===== src/decode_pkg.sv =====
`default_nettype none

package decode_pkg;

  ////////////////////////////////////////////////////////////////////////
  // Widths
  ////////////////////////////////////////////////////////////////////////

  localparam int xlen           = 32;
  localparam int pc_width       = 16;
  localparam int reg_addr_width = 5;

  // IF/ID buffering between fetch and decode
  localparam int queue_depth    = 4;

  ////////////////////////////////////////////////////////////////////////
  // Encodings
  ////////////////////////////////////////////////////////////////////////

  // RV32I major opcodes in bits [6:0] of the word
  typedef enum logic [6:0] {
    opc_load   = 7'b0000011,
    opc_op_imm = 7'b0010011,
    opc_auipc  = 7'b0010111,
    opc_store  = 7'b0100011,
    opc_op     = 7'b0110011,
    opc_lui    = 7'b0110111,
    opc_branch = 7'b1100011,
    opc_jalr   = 7'b1100111,
    opc_jal    = 7'b1101111
  } opcode_e;

  // Instruction class handed to execute
  typedef enum logic [3:0] {
    op_alu_reg,
    op_alu_imm,
    op_load,
    op_store,
    op_branch,
    op_jal,
    op_jalr,
    op_lui,
    op_auipc,
    op_illegal
  } op_class_e;

  typedef enum logic [3:0] {
    alu_add,
    alu_sub,
    alu_sll,
    alu_slt,
    alu_sltu,
    alu_xor,
    alu_srl,
    alu_sra,
    alu_or,
    alu_and
  } alu_op_e;

  // Four-phase handshake states shared by both boundaries
  typedef enum logic [1:0] {
    hs_idle,
    hs_wait_ack_high,
    hs_wait_ack_low
  } hs_state_e;

endpackage

`default_nettype wire


===== src/if_id_if.sv =====
`default_nettype none

// One IF/ID word link
// Transfer on each edge with valid and ready both high
interface if_id_if;

  logic                              valid;
  logic                              ready;
  logic [decode_pkg::pc_width-1:0]   pc;
  logic [31:0]                       ins;

  // Producer side holds pc and ins while stalled
  modport src (
    output valid,
    output pc,
    output ins,
    input  ready
  );

  // Consumer side
  modport dst (
    input  valid,
    input  pc,
    input  ins,
    output ready
  );

endinterface

`default_nettype wire


===== src/fetch_receiver.sv =====
`default_nettype none

module fetch_receiver (
  input  logic                            bus,
  input  logic                            arst_n,
  input  logic                            fetch_req,
  input  logic [decode_pkg::pc_width-1:0] fetch_pc,
  input  logic [31:0]                     fetch_ins,
  output logic                            fetch_ack,
  if_id_if.src                            link
);

  decode_pkg::hs_state_e state;

  logic [decode_pkg::pc_width-1:0] pc_q;
  logic [31:0]                     ins_q;

  //////////////////////////////////////////////////////////////////////
  // Handshake FSM
  //////////////////////////////////////////////////////////////////////

  // hs_wait_ack_high holds the word on the link until the queue takes it,
  // hs_wait_ack_low keeps ack up until the requester lets go of req
  always_ff @(posedge bus or negedge arst_n) begin
    if (!arst_n) begin
      state <= decode_pkg::hs_idle;
    end else begin
      unique case (state)
        decode_pkg::hs_idle: begin
          if (fetch_req) begin
            state <= decode_pkg::hs_wait_ack_high;
          end
        end
        decode_pkg::hs_wait_ack_high: begin
          if (link.ready) begin
            state <= decode_pkg::hs_wait_ack_low;
          end
        end
        decode_pkg::hs_wait_ack_low: begin
          if (!fetch_req) begin
            state <= decode_pkg::hs_idle;
          end
        end
        default: state <= decode_pkg::hs_idle;
      endcase
    end
  end

  // Capture word on request
  always_ff @(posedge bus) begin
    if (state == decode_pkg::hs_idle && fetch_req) begin
      pc_q  <= fetch_pc;
      ins_q <= fetch_ins;
    end
  end

  assign link.valid = (state == decode_pkg::hs_wait_ack_high);
  assign link.pc    = pc_q;
  assign link.ins   = ins_q;

  // Ack only once the word sits in the queue
  assign fetch_ack  = (state == decode_pkg::hs_wait_ack_low);

  a_ack_needs_req : assert property (
    @(posedge bus) disable iff (!arst_n)
    $rose(fetch_ack) |-> fetch_req
  );

endmodule

`default_nettype wire


===== src/if_id_queue.sv =====
`default_nettype none

module if_id_queue (
  input  logic bus,
  input  logic arst_n,
  if_id_if.dst wr,
  if_id_if.src rd
);

  localparam int ptr_width = $clog2(decode_pkg::queue_depth);

  logic [decode_pkg::pc_width-1:0] pc_mem  [decode_pkg::queue_depth];
  logic [31:0]                     ins_mem [decode_pkg::queue_depth];

  logic [ptr_width-1:0] wr_ptr;
  logic [ptr_width-1:0] rd_ptr;
  logic [ptr_width:0]   count;

  logic full;
  logic empty;
  logic push;
  logic pop;

  assign full  = (count == decode_pkg::queue_depth);
  assign empty = (count == '0);
  assign push  = wr.valid && wr.ready;
  assign pop   = rd.valid && rd.ready;

  //////////////////////////////////////////////////////////////////////
  // Pointers and fill level
  //////////////////////////////////////////////////////////////////////

  // Depth is a power of two so the pointers wrap on their own
  always_ff @(posedge bus or negedge arst_n) begin
    if (!arst_n) begin
      wr_ptr <= '0;
      rd_ptr <= '0;
      count  <= '0;
    end else begin
      if (push) begin
        wr_ptr <= wr_ptr + 1'b1;
      end
      if (pop) begin
        rd_ptr <= rd_ptr + 1'b1;
      end
      if (push && !pop) begin
        count <= count + 1'b1;
      end else if (pop && !push) begin
        count <= count - 1'b1;
      end
    end
  end

  always_ff @(posedge bus) begin
    if (push) begin
      pc_mem[wr_ptr]  <= wr.pc;
      ins_mem[wr_ptr] <= wr.ins;
    end
  end

  assign wr.ready = !full;
  // Word written this cycle shows up only after the edge
  assign rd.valid = !empty;
  assign rd.pc    = pc_mem[rd_ptr];
  assign rd.ins   = ins_mem[rd_ptr];

  a_count_bound : assert property (
    @(posedge bus) disable iff (!arst_n)
    count <= decode_pkg::queue_depth
  );

  // Stalled producer must hold its word
  a_wr_hold : assert property (
    @(posedge bus) disable iff (!arst_n)
    (wr.valid && !wr.ready) |=> (wr.valid && $stable(wr.pc) && $stable(wr.ins))
  );

endmodule

`default_nettype wire


===== src/reg_file.sv =====
`default_nettype none

module reg_file (
  input  logic                                  bus,
  input  logic                                  arst_n,
  input  logic [decode_pkg::reg_addr_width-1:0] rs1,
  input  logic [decode_pkg::reg_addr_width-1:0] rs2,
  output logic [decode_pkg::xlen-1:0]           rs1_val,
  output logic [decode_pkg::xlen-1:0]           rs2_val,
  input  logic                                  wr_en,
  input  logic [decode_pkg::reg_addr_width-1:0] wr_rd,
  input  logic [decode_pkg::xlen-1:0]           wr_data
);

  logic [decode_pkg::xlen-1:0] regs [2**decode_pkg::reg_addr_width];

  // Writes to x0 dropped
  always_ff @(posedge bus or negedge arst_n) begin
    if (!arst_n) begin
      for (int i = 0; i < 2**decode_pkg::reg_addr_width; i++) begin
        regs[i] <= '0;
      end
    end else if (wr_en && (wr_rd != '0)) begin
      regs[wr_rd] <= wr_data;
    end
  end

  // Combinational reads without write bypass
  assign rs1_val = (rs1 == '0) ? '0 : regs[rs1];
  assign rs2_val = (rs2 == '0) ? '0 : regs[rs2];

endmodule

`default_nettype wire


===== src/decode_stage.sv =====
`default_nettype none

module decode_stage (
  input  logic                                  bus,
  input  logic                                  arst_n,
  if_id_if.dst                                  link,
  input  logic                                  wb_en,
  input  logic [decode_pkg::reg_addr_width-1:0] wb_rd,
  input  logic [decode_pkg::xlen-1:0]           wb_data,
  output logic                                  ex_req,
  input  logic                                  ex_ack,
  output decode_pkg::op_class_e                 ex_op,
  output decode_pkg::alu_op_e                   ex_alu,
  output logic [decode_pkg::reg_addr_width-1:0] ex_rd,
  output logic [decode_pkg::xlen-1:0]           ex_rs1_val,
  output logic [decode_pkg::xlen-1:0]           ex_rs2_val,
  output logic [decode_pkg::xlen-1:0]           ex_imm,
  output logic [decode_pkg::pc_width-1:0]       ex_pc,
  output logic                                  ex_regwrite,
  output logic                                  ex_branch_taken
);

  decode_pkg::hs_state_e state;
  decode_pkg::opcode_e   opcode;
  decode_pkg::op_class_e op_class;
  decode_pkg::alu_op_e   alu_op;

  logic [2:0]                  funct3;
  logic [decode_pkg::xlen-1:0] rs1_val;
  logic [decode_pkg::xlen-1:0] rs2_val;
  logic [decode_pkg::xlen-1:0] imm;
  logic                        cond_true;
  logic                        taken;
  logic                        regwrite;
  logic                        pop;

  reg_file rf_i (
    .bus     (bus),
    .arst_n  (arst_n),
    .rs1     (link.ins[19:15]),
    .rs2     (link.ins[24:20]),
    .rs1_val (rs1_val),
    .rs2_val (rs2_val),
    .wr_en   (wb_en),
    .wr_rd   (wb_rd),
    .wr_data (wb_data)
  );

  // alt is bit 30 of the word; immediate ADDI has no SUB form
  function automatic decode_pkg::alu_op_e alu_of(input logic [2:0] f3, input logic alt);
    unique case (f3)
      3'd0:    return alt ? decode_pkg::alu_sub : decode_pkg::alu_add;
      3'd1:    return decode_pkg::alu_sll;
      3'd2:    return decode_pkg::alu_slt;
      3'd3:    return decode_pkg::alu_sltu;
      3'd4:    return decode_pkg::alu_xor;
      3'd5:    return alt ? decode_pkg::alu_sra : decode_pkg::alu_srl;
      3'd6:    return decode_pkg::alu_or;
      default: return decode_pkg::alu_and;
    endcase
  endfunction

  //////////////////////////////////////////////////////////////////////
  // Class, ALU operation and immediate
  //////////////////////////////////////////////////////////////////////

  assign opcode = decode_pkg::opcode_e'(link.ins[6:0]);
  assign funct3 = link.ins[14:12];

  always_comb begin
    op_class = decode_pkg::op_illegal;
    alu_op   = decode_pkg::alu_add;
    imm      = '0;
    case (opcode)
      decode_pkg::opc_op: begin
        op_class = decode_pkg::op_alu_reg;
        alu_op   = alu_of(funct3, link.ins[30]);
      end
      decode_pkg::opc_op_imm: begin
        op_class = decode_pkg::op_alu_imm;
        alu_op   = alu_of(funct3, link.ins[30] && (funct3 == 3'd5));
        imm      = {{20{link.ins[31]}}, link.ins[31:20]};
      end
      decode_pkg::opc_load: begin
        op_class = decode_pkg::op_load;
        imm      = {{20{link.ins[31]}}, link.ins[31:20]};
      end
      decode_pkg::opc_store: begin
        op_class = decode_pkg::op_store;
        imm      = {{20{link.ins[31]}}, link.ins[31:25], link.ins[11:7]};
      end
      decode_pkg::opc_branch: begin
        op_class = decode_pkg::op_branch;
        alu_op   = decode_pkg::alu_sub;
        imm      = {{19{link.ins[31]}}, link.ins[31], link.ins[7],
                    link.ins[30:25], link.ins[11:8], 1'b0};
      end
      decode_pkg::opc_jal: begin
        op_class = decode_pkg::op_jal;
        imm      = {{11{link.ins[31]}}, link.ins[31], link.ins[19:12],
                    link.ins[20], link.ins[30:21], 1'b0};
      end
      decode_pkg::opc_jalr: begin
        op_class = decode_pkg::op_jalr;
        imm      = {{20{link.ins[31]}}, link.ins[31:20]};
      end
      decode_pkg::opc_lui: begin
        op_class = decode_pkg::op_lui;
        imm      = {link.ins[31:12], 12'b0};
      end
      decode_pkg::opc_auipc: begin
        op_class = decode_pkg::op_auipc;
        imm      = {link.ins[31:12], 12'b0};
      end
      default: ;
    endcase
  end

  // Early branch resolution on the raw register values
  always_comb begin
    unique case (funct3)
      3'b000:  cond_true = (rs1_val == rs2_val);
      3'b001:  cond_true = (rs1_val != rs2_val);
      3'b100:  cond_true = ($signed(rs1_val) < $signed(rs2_val));
      3'b101:  cond_true = ($signed(rs1_val) >= $signed(rs2_val));
      3'b110:  cond_true = (rs1_val < rs2_val);
      3'b111:  cond_true = (rs1_val >= rs2_val);
      default: cond_true = 1'b0;
    endcase
  end

  assign taken = (op_class == decode_pkg::op_jal) || (op_class == decode_pkg::op_jalr) ||
                 ((op_class == decode_pkg::op_branch) && cond_true);

  assign regwrite = (link.ins[11:7] != '0) &&
                    (op_class inside {decode_pkg::op_alu_reg, decode_pkg::op_alu_imm,
                                      decode_pkg::op_load, decode_pkg::op_jal,
                                      decode_pkg::op_jalr, decode_pkg::op_lui,
                                      decode_pkg::op_auipc});

  //////////////////////////////////////////////////////////////////////
  // ID/EX four-phase output
  //////////////////////////////////////////////////////////////////////

  assign link.ready = (state == decode_pkg::hs_idle);
  assign pop        = link.valid && link.ready;
  assign ex_req     = (state == decode_pkg::hs_wait_ack_high);

  always_ff @(posedge bus or negedge arst_n) begin
    if (!arst_n) begin
      state <= decode_pkg::hs_idle;
    end else begin
      unique case (state)
        decode_pkg::hs_idle:          if (pop) state <= decode_pkg::hs_wait_ack_high;
        decode_pkg::hs_wait_ack_high: if (ex_ack) state <= decode_pkg::hs_wait_ack_low;
        decode_pkg::hs_wait_ack_low:  if (!ex_ack) state <= decode_pkg::hs_idle;
        default:                      state <= decode_pkg::hs_idle;
      endcase
    end
  end

  // Bundle loads only on a pop
  always_ff @(posedge bus) begin
    if (pop) begin
      ex_op           <= op_class;
      ex_alu          <= alu_op;
      ex_rd           <= link.ins[11:7];
      ex_rs1_val      <= rs1_val;
      ex_rs2_val      <= rs2_val;
      ex_imm          <= imm;
      ex_pc           <= link.pc;
      ex_regwrite     <= regwrite;
      ex_branch_taken <= taken;
    end
  end

  a_bundle_hold : assert property (
    @(posedge bus) disable iff (!arst_n)
    (ex_req && !ex_ack) |=> $stable({ex_op, ex_alu, ex_rd, ex_rs1_val, ex_rs2_val,
                                     ex_imm, ex_pc, ex_regwrite, ex_branch_taken})
  );

endmodule

`default_nettype wire


===== src/decode_subsys_top.sv =====
`default_nettype none

module decode_subsys_top (
  input  logic                                  bus,
  input  logic                                  arst_n,
  // Fetch side
  input  logic                                  fetch_req,
  input  logic [decode_pkg::pc_width-1:0]       fetch_pc,
  input  logic [31:0]                           fetch_ins,
  output logic                                  fetch_ack,
  // Execute side
  output logic                                  ex_req,
  input  logic                                  ex_ack,
  output decode_pkg::op_class_e                 ex_op,
  output decode_pkg::alu_op_e                   ex_alu,
  output logic [decode_pkg::reg_addr_width-1:0] ex_rd,
  output logic [decode_pkg::xlen-1:0]           ex_rs1_val,
  output logic [decode_pkg::xlen-1:0]           ex_rs2_val,
  output logic [decode_pkg::xlen-1:0]           ex_imm,
  output logic [decode_pkg::pc_width-1:0]       ex_pc,
  output logic                                  ex_regwrite,
  output logic                                  ex_branch_taken,
  // Write-back
  input  logic                                  wb_en,
  input  logic [decode_pkg::reg_addr_width-1:0] wb_rd,
  input  logic [decode_pkg::xlen-1:0]           wb_data
);

  if_id_if fetch_link ();
  if_id_if decode_link ();

  fetch_receiver rx_i (
    .bus       (bus),
    .arst_n    (arst_n),
    .fetch_req (fetch_req),
    .fetch_pc  (fetch_pc),
    .fetch_ins (fetch_ins),
    .fetch_ack (fetch_ack),
    .link      (fetch_link.src)
  );

  if_id_queue queue_i (
    .bus    (bus),
    .arst_n (arst_n),
    .wr     (fetch_link.dst),
    .rd     (decode_link.src)
  );

  decode_stage dec_i (
    .bus             (bus),
    .arst_n          (arst_n),
    .link            (decode_link.dst),
    .wb_en           (wb_en),
    .wb_rd           (wb_rd),
    .wb_data         (wb_data),
    .ex_req          (ex_req),
    .ex_ack          (ex_ack),
    .ex_op           (ex_op),
    .ex_alu          (ex_alu),
    .ex_rd           (ex_rd),
    .ex_rs1_val      (ex_rs1_val),
    .ex_rs2_val      (ex_rs2_val),
    .ex_imm          (ex_imm),
    .ex_pc           (ex_pc),
    .ex_regwrite     (ex_regwrite),
    .ex_branch_taken (ex_branch_taken)
  );

endmodule

`default_nettype wire


===== config.mk =====
export PLATFORM = sky130hd
export DESIGN_NAME = decode_subsys_top
export DESIGN_NICKNAME = d
export VERILOG_FILES = /design/src/decode_pkg.sv /design/src/if_id_if.sv /design/src/fetch_receiver.sv /design/src/if_id_queue.sv /design/src/reg_file.sv /design/src/decode_stage.sv /design/src/decode_subsys_top.sv
export SDC_FILE = /design/constraint.sdc
export NUM_CORES = 2
export LEC_CHECK = 0
export BUFFER_PORTS_ARGS = -buffer_cell sky130_fd_sc_hd__buf_2
export CORE_UTILIZATION = 60
export CTS_BUF_LIST = sky130_fd_sc_hd__clkbuf_2 sky130_fd_sc_hd__clkbuf_4 sky130_fd_sc_hd__clkbuf_8
export DETAILED_ROUTE_END_ITERATION = 10
export HOLD_SLACK_MARGIN = 0.08
export PLACE_DENSITY = 0.75
export SETUP_SLACK_MARGIN = 0.2
export SLEW_MARGIN = 10
export SYNTH_ARGS = -nofsm -noshare
export SYNTH_HDL_FRONTEND = slang
export SYNTH_SLANG_ARGS = --single-unit

===== constraint.sdc =====
create_clock -name bus -period 4.9 [get_ports bus]
set_input_delay 0.245 -clock bus [delete_from_list [all_inputs] [get_ports bus]]
set_output_delay 0.245 -clock bus [all_outputs]
set_load 0.02 [all_outputs]

Yosys cells after proc, flatten, opt, wreduce, memory -nomap -nowiden
Memories as Yosys holds them, arrays and structs flattened. A register that Yosys moved wholly into a read port is not among the register bits.
Index checks and enable logic that the tools add are counted.
Word-level totals
  register bits: 1194
  memory bits (writable): 192
  input bits: 90
  output and inout port bits: 129
  logic and storage cells: 164
  memories: 2
Memory list
  queue_i.ins_mem: depth 4, width 32, read ports 1, clocked after Yosys merged registers in 0, wr ports 1, RTL line if_id_queue.sv:13  | logic [31:0] ins_mem [decode_pkg::queue_depth];
  queue_i.pc_mem: depth 4, width 16, read ports 1, clocked after Yosys merged registers in 1, wr ports 1, RTL line if_id_queue.sv:12  | logic [decode_pkg::pc_width-1:0] pc_mem [decode_pkg::queue_depth];
Cells by class
  add/sub/neg operators: 4
  $lt $le $gt $ge: 8
  equal/unequal tests: 36
  multiplexer cells: 33
  bitwise logic cells: 3
  reductions and logical operators: 31
Operators by type and width (count)
  1024-bit bitwise mux: 1
  32-bit binary-select mux with 5-bit select: 2
  32-bit 2-to-1 mux: 7
  32-bit demux with 5-bit select: 1
  32-bit one-hot mux with 5 select lines: 1
  32-bit >= comparator: 2
  32-bit less-than comparator: 2
  4-bit one-hot mux with 7 select lines: 2
  4-bit one-hot mux with 9 select lines: 1
  32-bit equality test: 1
  32-bit inequality test: 1
  7-bit by 6-bit equality test with 1-bit output (second input constant): 3
  7-bit equality test (second input constant): 3
  6-bit >= comparator (second input constant): 3
  5-bit inverter with 6-bit output: 3
  4-bit by 3-bit equality test with 1-bit output (second input constant): 4
  3-bit equality test (second input constant): 5
  7-bit by 5-bit equality test with 1-bit output (second input constant): 2
  2-bit 2-to-1 mux: 6
  2-bit one-hot mux with 3 select lines: 2
  4-bit one-hot mux with 3 select lines: 1
  1-bit logical AND: 10
  5-bit logical NOT: 2
  2-bit inequality test (second input constant): 5
  27 further kinds: 45

Depth between registers and ports, before layout
An unclocked memory read counts as a cell.
  depth in word-level cells: 10
  gate-level depth with buffers: 21
  mapped depth without buffers: 17

Hierarchy
From an unflattened synthesis, not the netlist that was laid out.
Unflattened totals
  cells, all modules: 4334
  area, all modules: 68904.8 um^2
By module, submodules not included
  reg_file: times used 1, cells an instance 3620, area each 54449.7 um^2, sequential area each 25624.6 um^2
  if_id_queue: times used 1, cells an instance 286, area each 7397.1 um^2, sequential area each 5940.7 um^2
  decode_stage: times used 1, cells an instance 370, area each 5515.3 um^2, sequential area each 3863.7 um^2
  fetch_receiver: times used 1, cells an instance 58, area each 1542.7 um^2, sequential area each 1491.4 um^2

Worst setup path after synthesis
No wires, ideal clock.
  path type: register to register
  start: reg queue_i.rd_ptr[1]
  end: reg dec_i.ex_branch_taken, data pin
  library setup time: 0.264 ns
  arrival time: 4.299 ns
  data required time: 4.636 ns
  slack: 0.337 ns
  stages on the path, launching flop included: 21
  buffers on the path: 5
  clock period less this slack: 4.563 ns
  cell sequence: dfrtp_1 buf_2 buf_2 mux2_2 o21a_1 buf_2 buf_2 buf_2 mux4_2 nand2_1 nand3_1 a32o_1 ha_1 nand4_1 nor4_1 and3_1 o31a_1 a211oi_1 o21ai_0 a221oi_1 o41a_1
On the way
  cells in the longest elaborated chain, start to end: 10
  elaborated cells between the ends (all ways): 42
  those cells by class: 4 x order compare; 19 x eq/ne; 10 x mux; 2 x bitwise; 6 x reduce/logical; 1 x memory
RTL lines
  start: declaration: RTL line if_id_queue.sv:16  | logic [ptr_width-1:0] rd_ptr;
  start signal: assignment: RTL line if_id_queue.sv:44  | rd_ptr <= rd_ptr + 1'b1;
  memory read 4 x 32 bit (*)
  5-bit inverter with 6-bit output (not written as such): RTL line reg_file.sv:29  | assign rs1_val = (rs1 == '0) ? '0 : regs[rs1];
  32-bit binary-select mux with 5-bit select: RTL line reg_file.sv:29
  32-bit 2-to-1 mux (not written as such) (2 in series): RTL line reg_file.sv:29
  32-bit 2-to-1 mux (*): RTL line reg_file.sv:29
  net dec_i.rf_i.rs1_val (one bit): RTL line reg_file.sv:8  | output logic [decode_pkg::xlen-1:0] rs1_val,
  32-bit >= comparator, or another cell as far along: RTL line decode_stage.sv:127  | 3'b111: cond_true = (rs1_val >= rs2_val);
  1-bit one-hot mux with 6 select lines (*): RTL line decode_stage.sv:121  | unique case (funct3)
  1-bit logical AND (*): RTL line decode_stage.sv:133  | ((op_class == decode_pkg::op_branch) && cond_true);
  1-bit logical OR (*): RTL line decode_stage.sv:132  | assign taken = (op_class == decode_pkg::op_jal) || (op_class == decode_pkg::op_jalr) ||
  net dec_i.taken: RTL line decode_stage.sv:33  | logic taken;
  end signal: assignment: RTL line decode_stage.sv:173  | ex_branch_taken <= taken;
  end: declaration: RTL line decode_stage.sv:20  | output logic ex_branch_taken
The timed path passes the listed nets; every way through them passes the cells marked *. The select of a mux whose other input is x is not followed.
A chain may end at the register's enable or synchronous reset.

Final worst setup path
  start: reg queue_i.rd_ptr[0]
  end: reg dec_i.ex_branch_taken, data pin
On the way
  cells in the longest elaborated chain, start to end: 10
  elaborated cells between the ends (all ways): 42
  those cells by class: 4 x order compare; 19 x eq/ne; 10 x mux; 2 x bitwise; 6 x reduce/logical; 1 x memory
RTL lines (RTL line)
  memory read 4 x 32 bit (*)
  5-bit inverter with 6-bit output, on equally long branches: reg_file.sv:29, reg_file.sv:30
  32-bit binary-select mux with 5-bit select, on equally long branches: reg_file.sv:29, reg_file.sv:30
  32-bit 2-to-1 mux, on equally long branches (3 in series): reg_file.sv:29, reg_file.sv:30
  32-bit >= comparator, or another cell as far along: decode_stage.sv:127
  1-bit one-hot mux with 6 select lines: decode_stage.sv:121
  1-bit logical AND: decode_stage.sv:133
  1-bit logical OR (*): decode_stage.sv:132
  net dec_i.taken: decode_stage.sv:33
Marked as above.

==> impl_metrics.env <==
export IMPL_outcome="complete, but fails checks"
export IMPL_violations="setup timing"
export IMPL_slew_viol_final=0
export IMPL_rows=124
export IMPL_final_common_cell="dfrtp_1"
export IMPL_die_y_um=342
export IMPL_tritoncts="yes"
export IMPL_synthTopCellsByArea="dfrtp_1 37%, mux4_2 18%, mux2_2 16%, edfxtp_1 16%, nand2_1 2.5%"
export IMPL_syn_mean_instance_area_um2=15.4
export IMPL_overflow=0
export IMPL_total_leakage_power_nw=34.5
export IMPL_initial_core_util_pct=60.5
export IMPL_hpwlAfterDp_mm=119
export IMPL_fmax_mhz=197
export IMPL_coreArea_um2=114000
export IMPL_wl_per_cell_um=30.0
export IMPL_drive_gt1_share_pct=52.0
export IMPL_fin_crit_sh_pct=103
export IMPL_maxCapViolCount=0
export IMPL_hold_violations=0
export IMPL_vias=44800
export IMPL_postRouteAntennaNets=0
export IMPL_grt_max_degree=160
export IMPL_io_pins=219
export IMPL_cp_required_ns=5.62
export IMPL_syn_inst=4504
export IMPL_setup_viol=1
export IMPL_ys_types=60
export IMPL_ys_ff_latch=1402
export IMPL_hp_class="in2reg"
export IMPL_n_fill_cell=7332
export IMPL_crit_type="reg2reg"
export IMPL_pwr_density_cell_nw_per_um2=691
export IMPL_ys_flop_type="dfrtp_1"
export IMPL_async_flop_share_pct=73.8
export IMPL_antenna_found_initial=3
export IMPL_routed_via_density=6.65
export IMPL_grtUsageTotal_pct=35.3
export IMPL_nNetsFinal=5161
export IMPL_grt_pass1_vias=46200
export IMPL_yosys_area_top_type="dfrtp_1"
export IMPL_fin_crit_ns=5.06
export IMPL_critPathMaxFanout=6
export IMPL_ir_worst_vdd_uv=376
export IMPL_startpoint_type="flip-flop"
export IMPL_cts_buffers=227
export IMPL_cp_top_family="multiplexers"
export IMPL_clk_pin_slew_ns=0.07
export IMPL_globalplace_congestion=0.918
export IMPL_synth_area_um2=69200
export IMPL_maxSlewHeadroom_pct=13.9
export IMPL_final_cells=6738
export IMPL_cts_sinks=1402
export IMPL_worstPathCellList="mux4_4 -> buf_12 -> buf_12 -> buf_16 -> buf_6 -> mux4_2 -> and2_1 -> a211oi_2 -> a31oi_2 -> a32oi_2 -> ha_1 -> nand2_2 -> nor4_4 -> buf_4 -> and3_4 -> buf_4 -> nand2_1 -> nor3_1 -> or3b_1 -> o41a_1"
export IMPL_synth_warnings=0
export IMPL_clk_path_buf_depth=3
export IMPL_clock_root_buffer="clkbuf_8"
export IMPL_cts_htree_levels=4
export IMPL_endpoint_kind="flip-flop"
export IMPL_max_stage_delay_ns=0.69
export IMPL_grt_pass1_wl_mm=301
export IMPL_first_pass_iters=9
export IMPL_dp_cells=6130
export IMPL_clk_latency_ns=0.97
export IMPL_fin_worst_skew_ns=0.0557
export IMPL_setup_slack_ns=-0.165
export IMPL_arrival_ns=5.78
export IMPL_slowest_stage="mux4_4"
export IMPL_ys_seq_area_share_pct=53.4
export IMPL_mostFrequentLayoutCells="1,033 x dfrtp_1, 996 x mux2_2, 549 x mux4_2"
export IMPL_synthesis_nets=4632
export IMPL_synth_top_area_share_pct=37.4
export IMPL_cp_num_buf_inv=6
export IMPL_portBuffers=218
export IMPL_drc=0
export IMPL_area_delta_synth_final_pct=17.5
export IMPL_wl_mm=202
export IMPL_rsz0062_at_grt="true"
export IMPL_die_area_um2=117000
export IMPL_drt_initial_drc_count=4543
export IMPL_fp_dieW_um=342
export IMPL_synth_edf_count=367
export IMPL_worst_pin_slew_ns=1.29
export IMPL_fin_tns_setup_ns=-0.165
timing repair:
action                                 in CTS  in global routing
endpoints found under the hold margin    1898                  0
hold buffers                              140                  0
gates resized for setup                    95                  4
setup buffers                              36                  2
pin swaps                                  57                  6
setup endpoints to repair                   1                  1
cloned                                      7                  0
where the power goes:
group / switching (W) / internal, W
registers: 0.00152 / 0.0151
logic: 0.0149 / 0.0136
clock network: 0.00498 / 0.00607
routing by layer:
layer  vias to the layer above  global-route usage, %  routed length, µm
met5                         -                      0                  0
met4                         0                   16.4               9550
met3                       554                   8.09              18700
met2                      2342                   54.6              95900
met1                     23600                   48.1              77900
li1                      18300                      -                  -
final timing paths:
check                      cells past startpoint  slack (ns)                    end                   from
max                                           20       -0.16  dec_i.ex_branch_taken      queue_i.rd_ptr[0]
min                                            5        0.28          rx_i.state[0]              fetch_req
max reg2reg                                   20       -0.16  dec_i.ex_branch_taken      queue_i.rd_ptr[0]
min reg2reg                                    0        0.39  dec_i.rf_i.regs[1023]  dec_i.rf_i.regs[1023]
max in group asynchronous                      4        3.34      queue_i.rd_ptr[0]                 arst_n
min in group asynchronous                      4        0.54   dec_i.rf_i.regs[898]                 arst_n
final cells by class:
class / instances / area [µm²] / share of cell area [%]
Sequential cell: 1402 / 36900 / 45.4
Multi-Input combinational cell: 2611 / 30500 / 37.6
Timing Repair Buffer: 747 / 6720 / 8.27
Clock buffer: 345 / 4320 / 5.32
Tap cell: 1512 / 1890 / 2.33
Clock inverter: 71 / 683 / 0.841
Inverter: 44 / 175 / 0.216
Antenna cell: 6 / 15.0 / 0.0185
synth_stat cells (all sizes together), types with 5 or more instances:
cell    number
a211oi      36
a21oi       23
a31oi       66
a32o        33
a32oi       32
and2        36
and3        35
buf        184
clkbuf     263
dfrtp     1035
edfxtp     367
ha          37
inv         43
mux2       997
mux2i       68
mux4       554
nand2      452
nand2b       5
nand3       78
nand3b       5
nand4        5
nor2        43
nor2b       12
nor3        10
nor3b        7
o21ai       30
xnor2        5
worst register-to-register path: stages (launching register included):
cell and delay, ns:
dfrtp_4 0.45, mux4_4 0.69, buf_12 0.18, buf_12 0.15, buf_16 0.16, buf_6 0.14, mux4_2 0.40, and2_1 0.17
a211oi_2 0.25, a31oi_2 0.11, a32oi_2 0.28, ha_1 0.31, nand2_2 0.10, nor4_4 0.06, buf_4 0.14, and3_4 0.18
buf_4 0.14, nand2_1 0.07, nor3_1 0.06, or3b_1 0.37, o41a_1 0.42
logic make-up after synthesis:
group                      after synthesis  share of synthesized area, %
xor gates and xnor gates                 8                         0.101
muxes                                 1619                          35.2
buffers and inverters                  491                          3.28
AOI/OAI and AO/OA                      245                          2.88
DFF                                   1402                          53.4
and+or+nand+nor                        701                          4.43
adders and majority gates               38                         0.698
sequential cells by signal (all words and copies together), names as in the netlist, 4 cells and up:
register / cells
dec_i.rf_i.regs: 1024
queue_i.ins_mem: 128
dec_i.ex_imm: 32
dec_i.ex_alu: 4
rx_i.link.pc: 16
dec_i.ex_rd: 5
queue_i.pc_mem: 64
dec_i.ex_pc: 16
dec_i.ex_op: 4
dec_i.ex_rs2_val: 32
rx_i.link.ins: 32
dec_i.ex_rs1_val: 32
stage by stage:
step | util (%) | setup WS (ns) | hold slack (ns) | total power [W] | instance area (µm²)
after floorplan | - | 0.337 | -0.0506 | 0.0332 | 69200
after global placement | 64.6 | -0.513 | 0.270 | 0.0426 | 73800
after detailed placement | 64.6 | -0.577 | 0.268 | 0.0431 | 73800
after CTS | 71.0 | -0.0862 | 0.168 | 0.0557 | 81200
after global routing | 71.1 | -0.302 | 0.247 | 0.0583 | 81300
final | 71.1 | -0.165 | 0.276 | 0.0561 | 81300
(Power assumes the default switching activity.)
